<file path="src/logic/cpu_types_pkg.sv">
`default_nettype none

package cpu_types_pkg;

   // Datapath widths
   localparam int WORD_W = 32;
   localparam int REG_W  = 5;

   typedef logic [WORD_W-1:0] word_t;
   typedef logic [REG_W-1:0]  regbits_t;

   // Decoded opcodes as issued by the front end
   typedef enum logic [3:0] {
      OP_ADD  = 4'h0,
      OP_SUB  = 4'h1,
      OP_AND  = 4'h2,
      OP_OR   = 4'h3,
      OP_XOR  = 4'h4,
      OP_SLT  = 4'h5,   // Signed compare
      OP_SLL  = 4'h6,
      OP_LUI  = 4'h7,
      OP_LW   = 4'h8,
      OP_SW   = 4'h9,
      OP_BEQ  = 4'ha,
      OP_BNE  = 4'hb,
      OP_JAL  = 4'hc,
      OP_HALT = 4'hd
   } alu_op_t;

   // Write-back source
   typedef enum logic [1:0] {
      WB_ALU = 2'd0,
      WB_MEM = 2'd1,
      WB_NPC = 2'd2
   } wb_sel_t;

   // Data memory geometry and latency
   localparam int DMEM_DEPTH = 64;
   localparam int DMEM_AW    = 6;
   localparam int DMEM_WAIT  = 2;

   // Wait counter wide enough to reach DMEM_WAIT
   localparam int DMEM_CW    = $clog2(DMEM_WAIT + 1);

endpackage

`default_nettype wire

</file>
<file path="src/logic/execute_stage.sv">
`timescale 1ns/10ps
`default_nettype none

module execute_stage (
   input  cpu_types_pkg::alu_op_t op,
   input  cpu_types_pkg::word_t   rdat1,
   input  cpu_types_pkg::word_t   rdat2,
   input  cpu_types_pkg::word_t   imm,
   input  cpu_types_pkg::word_t   npc,
   input  logic                   regwrite_req,
   output cpu_types_pkg::word_t   alu_result,
   output logic                   zero_flag,
   output logic                   branch_taken,
   output cpu_types_pkg::word_t   branch_target,
   output logic                   mem_read,
   output logic                   mem_write,
   output cpu_types_pkg::wb_sel_t wb_sel,
   output logic                   regwrite,
   output logic                   halt
);
   import cpu_types_pkg::*;

   word_t diff;
   word_t offset;
   logic  writes_reg;

   assign diff      = rdat1 - rdat2;
   assign offset    = imm << 2;    // Word offset to byte offset
   assign zero_flag = (diff == '0);

   // Decode and ALU
   always_comb begin
      alu_result = diff;
      writes_reg = 1'b1;
      mem_read   = 1'b0;
      mem_write  = 1'b0;
      wb_sel     = WB_ALU;
      halt       = 1'b0;
      case (op)
         OP_ADD:  alu_result = rdat1 + rdat2;
         OP_SUB:  alu_result = diff;
         OP_AND:  alu_result = rdat1 & rdat2;
         OP_OR:   alu_result = rdat1 | rdat2;
         OP_XOR:  alu_result = rdat1 ^ rdat2;
         OP_SLT:  alu_result = {31'b0, $signed(rdat1) < $signed(rdat2)};
         OP_SLL:  alu_result = rdat1 << rdat2[4:0];
         OP_LUI:  alu_result = {imm[15:0], 16'h0000};
         OP_LW: begin
            alu_result = rdat1 + imm;   // Effective address
            mem_read   = 1'b1;
            wb_sel     = WB_MEM;
         end
         OP_SW: begin
            alu_result = rdat1 + imm;
            mem_write  = 1'b1;
            writes_reg = 1'b0;
         end
         OP_BEQ, OP_BNE: writes_reg = 1'b0;
         OP_JAL:  wb_sel = WB_NPC;      // Link value
         OP_HALT: begin
            writes_reg = 1'b0;
            halt       = 1'b1;
         end
         default: writes_reg = 1'b0;
      endcase
   end

   // Branch resolution
   always_comb begin
      case (op)
         OP_BEQ:  branch_taken = zero_flag;
         OP_BNE:  branch_taken = ~zero_flag;
         OP_JAL:  branch_taken = 1'b1;
         default: branch_taken = 1'b0;
      endcase
   end

   assign branch_target = (op == OP_JAL) ? offset : npc + offset;   // JAL is absolute
   assign regwrite      = regwrite_req & writes_reg;

endmodule

`default_nettype wire

</file>
<file path="src/logic/ex_mem_latch.sv">
`timescale 1ns/10ps
`default_nettype none

module ex_mem_latch (
   input  logic                    CLK,
   input  logic                    nRST,
   input  logic                    flush,
   input  logic                    wen,
   input  logic                    mem_read,
   input  logic                    mem_write,
   input  logic                    regwrite,
   input  cpu_types_pkg::wb_sel_t  wb_sel,
   input  logic                    halt,
   input  logic                    branch_taken,
   input  cpu_types_pkg::word_t    alu_result,
   input  cpu_types_pkg::word_t    store_data,
   input  cpu_types_pkg::word_t    npc,
   input  cpu_types_pkg::word_t    branch_target,
   input  cpu_types_pkg::regbits_t dest,
   output logic                    mem_read_q,
   output logic                    mem_write_q,
   output logic                    regwrite_q,
   output cpu_types_pkg::wb_sel_t  wb_sel_q,
   output logic                    halt_q,
   output logic                    branch_taken_q,
   output cpu_types_pkg::word_t    alu_result_q,
   output cpu_types_pkg::word_t    store_data_q,
   output cpu_types_pkg::word_t    npc_q,
   output cpu_types_pkg::word_t    branch_target_q,
   output cpu_types_pkg::regbits_t dest_q
);
   import cpu_types_pkg::*;

   always_ff @(posedge CLK, negedge nRST) begin
      if (~nRST) begin
         mem_read_q      <= 1'b0;
         mem_write_q     <= 1'b0;
         regwrite_q      <= 1'b0;
         wb_sel_q        <= WB_ALU;
         halt_q          <= 1'b0;
         branch_taken_q  <= 1'b0;
         alu_result_q    <= '0;
         store_data_q    <= '0;
         npc_q           <= '0;
         branch_target_q <= '0;
         dest_q          <= '0;
      end else if (wen) begin
         if (flush) begin
            // Bubble
            mem_read_q      <= 1'b0;
            mem_write_q     <= 1'b0;
            regwrite_q      <= 1'b0;
            wb_sel_q        <= WB_ALU;
            halt_q          <= 1'b0;
            branch_taken_q  <= 1'b0;
            alu_result_q    <= '0;
            store_data_q    <= '0;
            npc_q           <= '0;
            branch_target_q <= '0;
            dest_q          <= '0;
         end else begin
            mem_read_q      <= mem_read;
            mem_write_q     <= mem_write;
            regwrite_q      <= regwrite;
            wb_sel_q        <= wb_sel;
            halt_q          <= halt;
            branch_taken_q  <= branch_taken;
            alu_result_q    <= alu_result;
            store_data_q    <= store_data;
            npc_q           <= npc;
            branch_target_q <= branch_target;
            dest_q          <= dest;
         end
      end
   end

endmodule

`default_nettype wire

</file>
<file path="src/logic/data_memory.sv">
`timescale 1ns/10ps
`default_nettype none

module data_memory (
   input  logic                 CLK,
   input  logic                 nRST,
   input  logic                 mem_read,
   input  logic                 mem_write,
   input  cpu_types_pkg::word_t addr,
   input  cpu_types_pkg::word_t wdata,
   output cpu_types_pkg::word_t rdata,
   output logic                 dhit
);
   import cpu_types_pkg::*;

   word_t dmem [DMEM_DEPTH];

   logic [DMEM_AW-1:0] widx;
   logic [DMEM_CW-1:0] wait_cnt;
   logic               access;

   assign widx   = addr[DMEM_AW+1:2];   // Word address
   assign access = mem_read | mem_write;
   assign dhit   = access && (wait_cnt == DMEM_CW'(DMEM_WAIT));

   // Latency counter restarts after each hit
   always_ff @(posedge CLK, negedge nRST) begin
      if (~nRST) begin
         wait_cnt <= '0;
      end else if (~access || dhit) begin
         wait_cnt <= '0;
      end else begin
         wait_cnt <= wait_cnt + 1'b1;
      end
   end

   always_ff @(posedge CLK) begin
      if (mem_write && dhit) begin
         dmem[widx] <= wdata;   // Commits on the hit edge
      end
   end

   assign rdata = dmem[widx];

endmodule

`default_nettype wire

</file>
<file path="src/logic/mem_wb_latch.sv">
`timescale 1ns/10ps
`default_nettype none

module mem_wb_latch (
   input  logic                    CLK,
   input  logic                    nRST,
   input  logic                    mem_op,
   input  logic                    dhit,
   input  logic                    regwrite,
   input  cpu_types_pkg::wb_sel_t  wb_sel,
   input  cpu_types_pkg::word_t    alu_result,
   input  cpu_types_pkg::word_t    rdata,
   input  cpu_types_pkg::word_t    npc,
   input  cpu_types_pkg::regbits_t dest,
   output logic                    wb_valid,
   output cpu_types_pkg::regbits_t wb_dest,
   output cpu_types_pkg::word_t    wb_data
);
   import cpu_types_pkg::*;

   word_t wb_value;
   logic  capture;

   always_comb begin
      case (wb_sel)
         WB_MEM:  wb_value = rdata;
         WB_NPC:  wb_value = npc;
         default: wb_value = alu_result;
      endcase
   end

   assign capture = ~mem_op | dhit;   // Memory ops wait for their hit

   always_ff @(posedge CLK, negedge nRST) begin
      if (~nRST) begin
         wb_valid <= 1'b0;
         wb_dest  <= '0;
         wb_data  <= '0;
      end else if (capture) begin
         wb_valid <= regwrite;
         wb_dest  <= dest;
         wb_data  <= wb_value;
      end else begin
         wb_valid <= 1'b0;
         wb_dest  <= '0;
         wb_data  <= '0;
      end
   end

endmodule

`default_nettype wire

</file>
<file path="src/logic/hazard_unit.sv">
`timescale 1ns/10ps
`default_nettype none

module hazard_unit (
   input  logic CLK,
   input  logic nRST,
   input  logic mem_op,
   input  logic dhit,
   input  logic branch_taken,
   input  logic halt,
   output logic ex_mem_wen,
   output logic flush,
   output logic halted
);

   logic mem_stall;

   assign mem_stall = mem_op & ~dhit;   // Access still outstanding

   // HALT in EX/MEM freezes the latch for good
   assign ex_mem_wen = nRST & ~mem_stall & ~halt & ~halted;

   // Squash the slot behind a taken branch
   assign flush = branch_taken;

   always_ff @(posedge CLK, negedge nRST) begin
      if (~nRST) begin
         halted <= 1'b0;
      end else if (halt) begin
         halted <= 1'b1;   // Sticky until reset
      end
   end

endmodule

`default_nettype wire

</file>
<file path="src/logic/mips_backend.sv">
`timescale 1ns/10ps
`default_nettype none

module mips_backend (
   input  logic                    CLK,
   input  logic                    nRST,
   input  logic                    issue_valid,
   input  cpu_types_pkg::alu_op_t  op,
   input  cpu_types_pkg::word_t    rdat1,
   input  cpu_types_pkg::word_t    rdat2,
   input  cpu_types_pkg::word_t    imm,
   input  cpu_types_pkg::word_t    npc,
   input  cpu_types_pkg::regbits_t dest,
   input  logic                    regwrite_req,
   output logic                    issue_ready,
   output logic                    wb_valid,
   output cpu_types_pkg::regbits_t wb_dest,
   output cpu_types_pkg::word_t    wb_data,
   output logic                    branch_taken,
   output cpu_types_pkg::word_t    branch_target,
   output logic                    halted
);
   import cpu_types_pkg::*;

   // Execute outputs
   word_t    ex_alu_result;
   word_t    ex_branch_target;
   wb_sel_t  ex_wb_sel;
   logic     ex_branch_taken;
   logic     ex_mem_read;
   logic     ex_mem_write;
   logic     ex_regwrite;
   logic     ex_halt;

   // EX/MEM contents
   word_t    mem_alu_result;
   word_t    mem_store_data;
   word_t    mem_npc;
   regbits_t mem_dest;
   wb_sel_t  mem_wb_sel;
   logic     mem_rd;
   logic     mem_wr;
   logic     mem_regwrite;
   logic     mem_halt;
   logic     mem_op;

   word_t    dmem_rdata;
   logic     dhit;
   logic     ex_mem_wen;
   logic     flush;
   logic     latch_flush;

   assign mem_op      = mem_rd | mem_wr;
   assign issue_ready = ex_mem_wen;
   assign latch_flush = flush | ~issue_valid;   // Idle cycle loads a bubble

   execute_stage i_execute_stage (
      .op(op), .rdat1(rdat1), .rdat2(rdat2), .imm(imm), .npc(npc),
      .regwrite_req(regwrite_req), .alu_result(ex_alu_result), .zero_flag(),
      .branch_taken(ex_branch_taken), .branch_target(ex_branch_target),
      .mem_read(ex_mem_read), .mem_write(ex_mem_write), .wb_sel(ex_wb_sel),
      .regwrite(ex_regwrite), .halt(ex_halt)
   );

   ex_mem_latch i_ex_mem_latch (
      .CLK(CLK), .nRST(nRST), .flush(latch_flush), .wen(ex_mem_wen),
      .mem_read(ex_mem_read), .mem_write(ex_mem_write), .regwrite(ex_regwrite),
      .wb_sel(ex_wb_sel), .halt(ex_halt), .branch_taken(ex_branch_taken),
      .alu_result(ex_alu_result), .store_data(rdat2), .npc(npc),
      .branch_target(ex_branch_target), .dest(dest),
      .mem_read_q(mem_rd), .mem_write_q(mem_wr), .regwrite_q(mem_regwrite),
      .wb_sel_q(mem_wb_sel), .halt_q(mem_halt), .branch_taken_q(branch_taken),
      .alu_result_q(mem_alu_result), .store_data_q(mem_store_data),
      .npc_q(mem_npc), .branch_target_q(branch_target), .dest_q(mem_dest)
   );

   data_memory i_data_memory (
      .CLK(CLK), .nRST(nRST), .mem_read(mem_rd), .mem_write(mem_wr),
      .addr(mem_alu_result), .wdata(mem_store_data), .rdata(dmem_rdata), .dhit(dhit)
   );

   mem_wb_latch i_mem_wb_latch (
      .CLK(CLK), .nRST(nRST), .mem_op(mem_op), .dhit(dhit), .regwrite(mem_regwrite),
      .wb_sel(mem_wb_sel), .alu_result(mem_alu_result), .rdata(dmem_rdata),
      .npc(mem_npc), .dest(mem_dest), .wb_valid(wb_valid), .wb_dest(wb_dest),
      .wb_data(wb_data)
   );

   hazard_unit i_hazard_unit (
      .CLK(CLK), .nRST(nRST), .mem_op(mem_op), .dhit(dhit),
      .branch_taken(branch_taken), .halt(mem_halt), .ex_mem_wen(ex_mem_wen),
      .flush(flush), .halted(halted)
   );

endmodule

`default_nettype wire

</file>
<file path="config.mk">
export PLATFORM = sky130hd
export DESIGN_NAME = mips_backend
export DESIGN_NICKNAME = d
export VERILOG_FILES = /design/src/logic/cpu_types_pkg.sv /design/src/logic/execute_stage.sv /design/src/logic/ex_mem_latch.sv /design/src/logic/data_memory.sv /design/src/logic/mem_wb_latch.sv /design/src/logic/hazard_unit.sv /design/src/logic/mips_backend.sv
export SDC_FILE = /design/constraint.sdc
export NUM_CORES = 2
export LEC_CHECK = 0
export ABC_AREA = 0
export BUFFER_PORTS_ARGS = -buffer_cell sky130_fd_sc_hd__buf_2
export CORE_MARGIN = 2
export CORE_UTILIZATION = 50
export CTS_BUF_LIST = sky130_fd_sc_hd__clkbuf_2 sky130_fd_sc_hd__clkbuf_4 sky130_fd_sc_hd__clkbuf_8
export DETAILED_ROUTE_END_ITERATION = 7
export PLACE_DENSITY = 0.69
export SYNTH_ARGS = -nofsm -noshare
export SYNTH_HDL_FRONTEND = slang
export SYNTH_SLANG_ARGS = --single-unit
</file>
<file path="constraint.sdc">
create_clock -name CLK -period 5 [get_ports CLK]
set_clock_uncertainty 0.1 [all_clocks]
set_input_delay 1.25 -clock CLK [delete_from_list [all_inputs] [get_ports CLK]]
set_output_delay 1.25 -clock CLK [all_outputs]
set_load 0.1 [all_outputs]
</file>
==> results.sh <==
export IMPL_status="completed"
export IMPL_p_per_area_nw_per_um2=537
export IMPL_numCtsBuffers=367
export IMPL_period_needed_ps=4720
export IMPL_rrSetupSlack_ps=280
export IMPL_nets=6754
export IMPL_synth_edf_count=2048
export IMPL_synth_cell_types=91
export IMPL_synth_fp_nets=6106
export IMPL_rows=155
export IMPL_hold_ws_ps=323
export IMPL_gr_total_overflow=0
export IMPL_place_ws_ps=-265
export IMPL_cp_slowest_cell="dfrtp_1"
export IMPL_synth_area_per_cell_sq_um=15.4
export IMPL_grt_pass1_wl_microns=428000
export IMPL_cts_max_path_buffers=4
export IMPL_cp_data_arrival_time_ps=5500
export IMPL_slew_viol_final=0
export IMPL_grt_antenna_before_repair=29
export IMPL_worst_slack_ps=277
export IMPL_cts_root_buf="clkbuf_8"
export IMPL_initial_utilization=0.502
export IMPL_final_cell_mix="2,048 x edfxtp_1, 679 x a22oi_1, 390 x buf_4, 379 x clkbuf_8, 247 x a22o_1"
export IMPL_fin_util=0.581
export IMPL_synth_seq_cells=2229
export IMPL_syn_to_final_growth_pct=15.7
export IMPL_postSynthCellCount=5795
export IMPL_clock_sinks=2229
export IMPL_gp_congestion=0.991
export IMPL_yosys_warnings=0
export IMPL_hold_path_depth=1
export IMPL_drive_above_1_share=0.207
export IMPL_rsz0062_at_grt="false"
export IMPL_ir_drop_mv=0.479
export IMPL_grt_max_degree=76
export IMPL_die_x_microns=427
export IMPL_hold_path_endpoint="i_data_memory.wait_cnt[0]"
export IMPL_yosys_most_used_dff="edfxtp_1"
export IMPL_ys_seq_area_frac=0.738
export IMPL_htreeDepth=5
export IMPL_hp_start="i_data_memory.wait_cnt[0]"
export IMPL_r2r_end="i_mem_wb_latch.wb_data[30]"
export IMPL_grt_use_total=0.330
export IMPL_drt_wl_total_microns=306000
export IMPL_end_kind="register"
export IMPL_dieArea_sq_um=182000
export IMPL_route_detailed_drc=0
export IMPL_finalSetupViolCount=0
export IMPL_drv_cap=0
export IMPL_viasPerCell=6.73
export IMPL_syn_area_sq_um=89500
export IMPL_hpwl_microns=189000
export IMPL_max_freq_mhz=212
export IMPL_hp_class="reg2reg"
export IMPL_cp_required_ps=5770
export IMPL_yosys_area_top_type="edfxtp_1"
export IMPL_cts_tree="built"
export IMPL_cp_max_fo=14
export IMPL_synth_top_area_share=0.687
export IMPL_slew_headroom=0.0944
export IMPL_crit_type="reg2reg"
export IMPL_crit_chain="nor3b_2 -> buf_4 -> buf_4 -> a22o_1 -> a221oi_1 -> a31oi_1 -> nor4_1 -> nand3_1 -> a22oi_1 -> nor2_1 -> a21oi_1 -> nor2_1"
export IMPL_avgRoutedWirePerCell_microns=33.8
export IMPL_tightest_slew_ps=1350
export IMPL_port_buffers=213
export IMPL_layout_cells_most_common="edfxtp_1"
export IMPL_clk_pin_slew_ps=60
export IMPL_die_height_microns=427
export IMPL_drt_iter0_markers=8516
export IMPL_p_leak_nw=35.4
export IMPL_hold_viol=0
export IMPL_crit_path_start_kind="register"
export IMPL_async_flop_share=0.0812
export IMPL_post_cts_buffers=0
export IMPL_vias=60900
export IMPL_dp_cells=8428
export IMPL_netlist_top_cells_area="edfxtp_1 69%, a22oi_1 5.7%, dfrtp_1 5.1%"
export IMPL_grt_pass1_vias=57900
export IMPL_instances_no_fill=9044
export IMPL_totalPowerFinal_mw=55.6
export IMPL_timing_rr_start="i_ex_mem_latch.alu_result_q[3]"
export IMPL_insertion_delay_ps=1020
export IMPL_antenna_left=0
export IMPL_pin_count=214
export IMPL_first_pass_iters=6
export IMPL_post_route_period_util=0.945
export IMPL_cpPeakStageDelay_ps=830
export IMPL_r2r_cells=12
export IMPL_design_core_area_sq_um=178000
==> metal layers <==
metal / routed length [microns] / up-vias / track usage
li1: - / 25000 / -
met1: 113000 / 30500 / 0.449
met2: 138000 / 4594 / 0.501
met3: 37200 / 801 / 0.0767
met4: 17200 / 34 / 0.167
met5: 234 / - / 0
==> logic make-up after synthesis <==
group                      count (synthesis)  synth area share
xor gates and xnor gates                  69           0.00675
AOI/OAI and AO/OA                       1984             0.160
buffers and inverters                    491            0.0210
DFF                                     2229             0.738
muxes                                     50           0.00745
and+or+nand+nor                          802            0.0429
adders and majority gates                170            0.0240
==> final cells by class <==
class                   count  area [sq um]
flip-flops and latches   2229         66100
clock buffers             509          6190
repair buffers            662          5170
diodes                      5          12.5
multi-input cells        3075         22200
well taps                2355          2950
inverters                 108           405
clock inverters           101           556
fillers                 13600         74600
==> what timing repair did <==
action,4_1_cts,5_1_grt
gates resized for setup,0,0
hold endpoints to repair,30,0
hold buffers,1,0
==> state kept, by name (all words and copies together) (netlist names) <==
| name | flops |
|---|---|
| i_data_memory.dmem | 2048 |
| i_data_memory.wait_cnt | 2 |
| i_ex_mem_latch.alu_result_q | 32 |
| i_ex_mem_latch.branch_taken_q | 1 |
| i_ex_mem_latch.branch_target_q | 32 |
| i_ex_mem_latch.dest_q | 5 |
| i_ex_mem_latch.halt_q | 1 |
| i_ex_mem_latch.mem_read_q | 1 |
| i_ex_mem_latch.mem_write_q | 1 |
| i_ex_mem_latch.npc_q | 32 |
| i_ex_mem_latch.regwrite_q | 1 |
| i_ex_mem_latch.store_data_q | 32 |
| i_ex_mem_latch.wb_sel_q | 2 |
| i_hazard_unit.halted | 1 |
| i_mem_wb_latch.wb_data | 32 |
| i_mem_wb_latch.wb_dest | 5 |
| i_mem_wb_latch.wb_valid | 1 |
==> worst max path at each step <==
stage	from	to	slack, ps	cells after the start
floorplan	i_ex_mem_latch.alu_result_q[6]	i_data_memory.dmem[52][0]	-340	5
global placement	op[2]	i_ex_mem_latch.alu_result_q[27]	-250	18
detailed placement	op[2]	i_ex_mem_latch.alu_result_q[27]	-270	18
CTS	nRST	issue_ready	370	5
global route	i_ex_mem_latch.alu_result_q[3]	i_mem_wb_latch.wb_data[30]	210	12
finish	i_ex_mem_latch.alu_result_q[3]	i_mem_wb_latch.wb_data[30]	280	12
==> synthesized netlist by cell type, drive strengths merged, types with 29 or more instances <==
master / count
buf: 83
nand2: 218
mux2i: 34
nand4: 74
inv: 108
edfxtp: 2048
ha: 167
nor4: 50
xor2: 29
nand3: 60
a21oi: 234
a31oi: 209
a22oi: 679
dfrtp: 181
xnor2: 40
nor3: 31
nor2: 246
a21o: 35
a221oi: 216
clkbuf: 300
o21ai: 202
a22o: 247
==> through the flow <==
stage	instance area (sq um)	setup TNS [ps]
after floorplan	89500	-22430
after global placement	96800	-970
after detailed placement	96800	-1110
after CTS	104000	0
after global routing	104000	0
final	104000	0
==> worst max-delay path, delay by kind of cell, from the launching register on <==
kind,cells,cell delay (ps)
AOI/OAI and AO/OA,5,1380
buffers and inverters,2,470
DFF,1,830
and+or+nand+nor,5,1780
==> power breakdown <==
part           switching, mW  total, mW  internal (mW)
combinational           11.0       15.1           4.09
clock                   7.02       15.1           8.08
sequential              1.82       25.4           23.6
No activity file was read; power rests on OpenSTA's default activity.
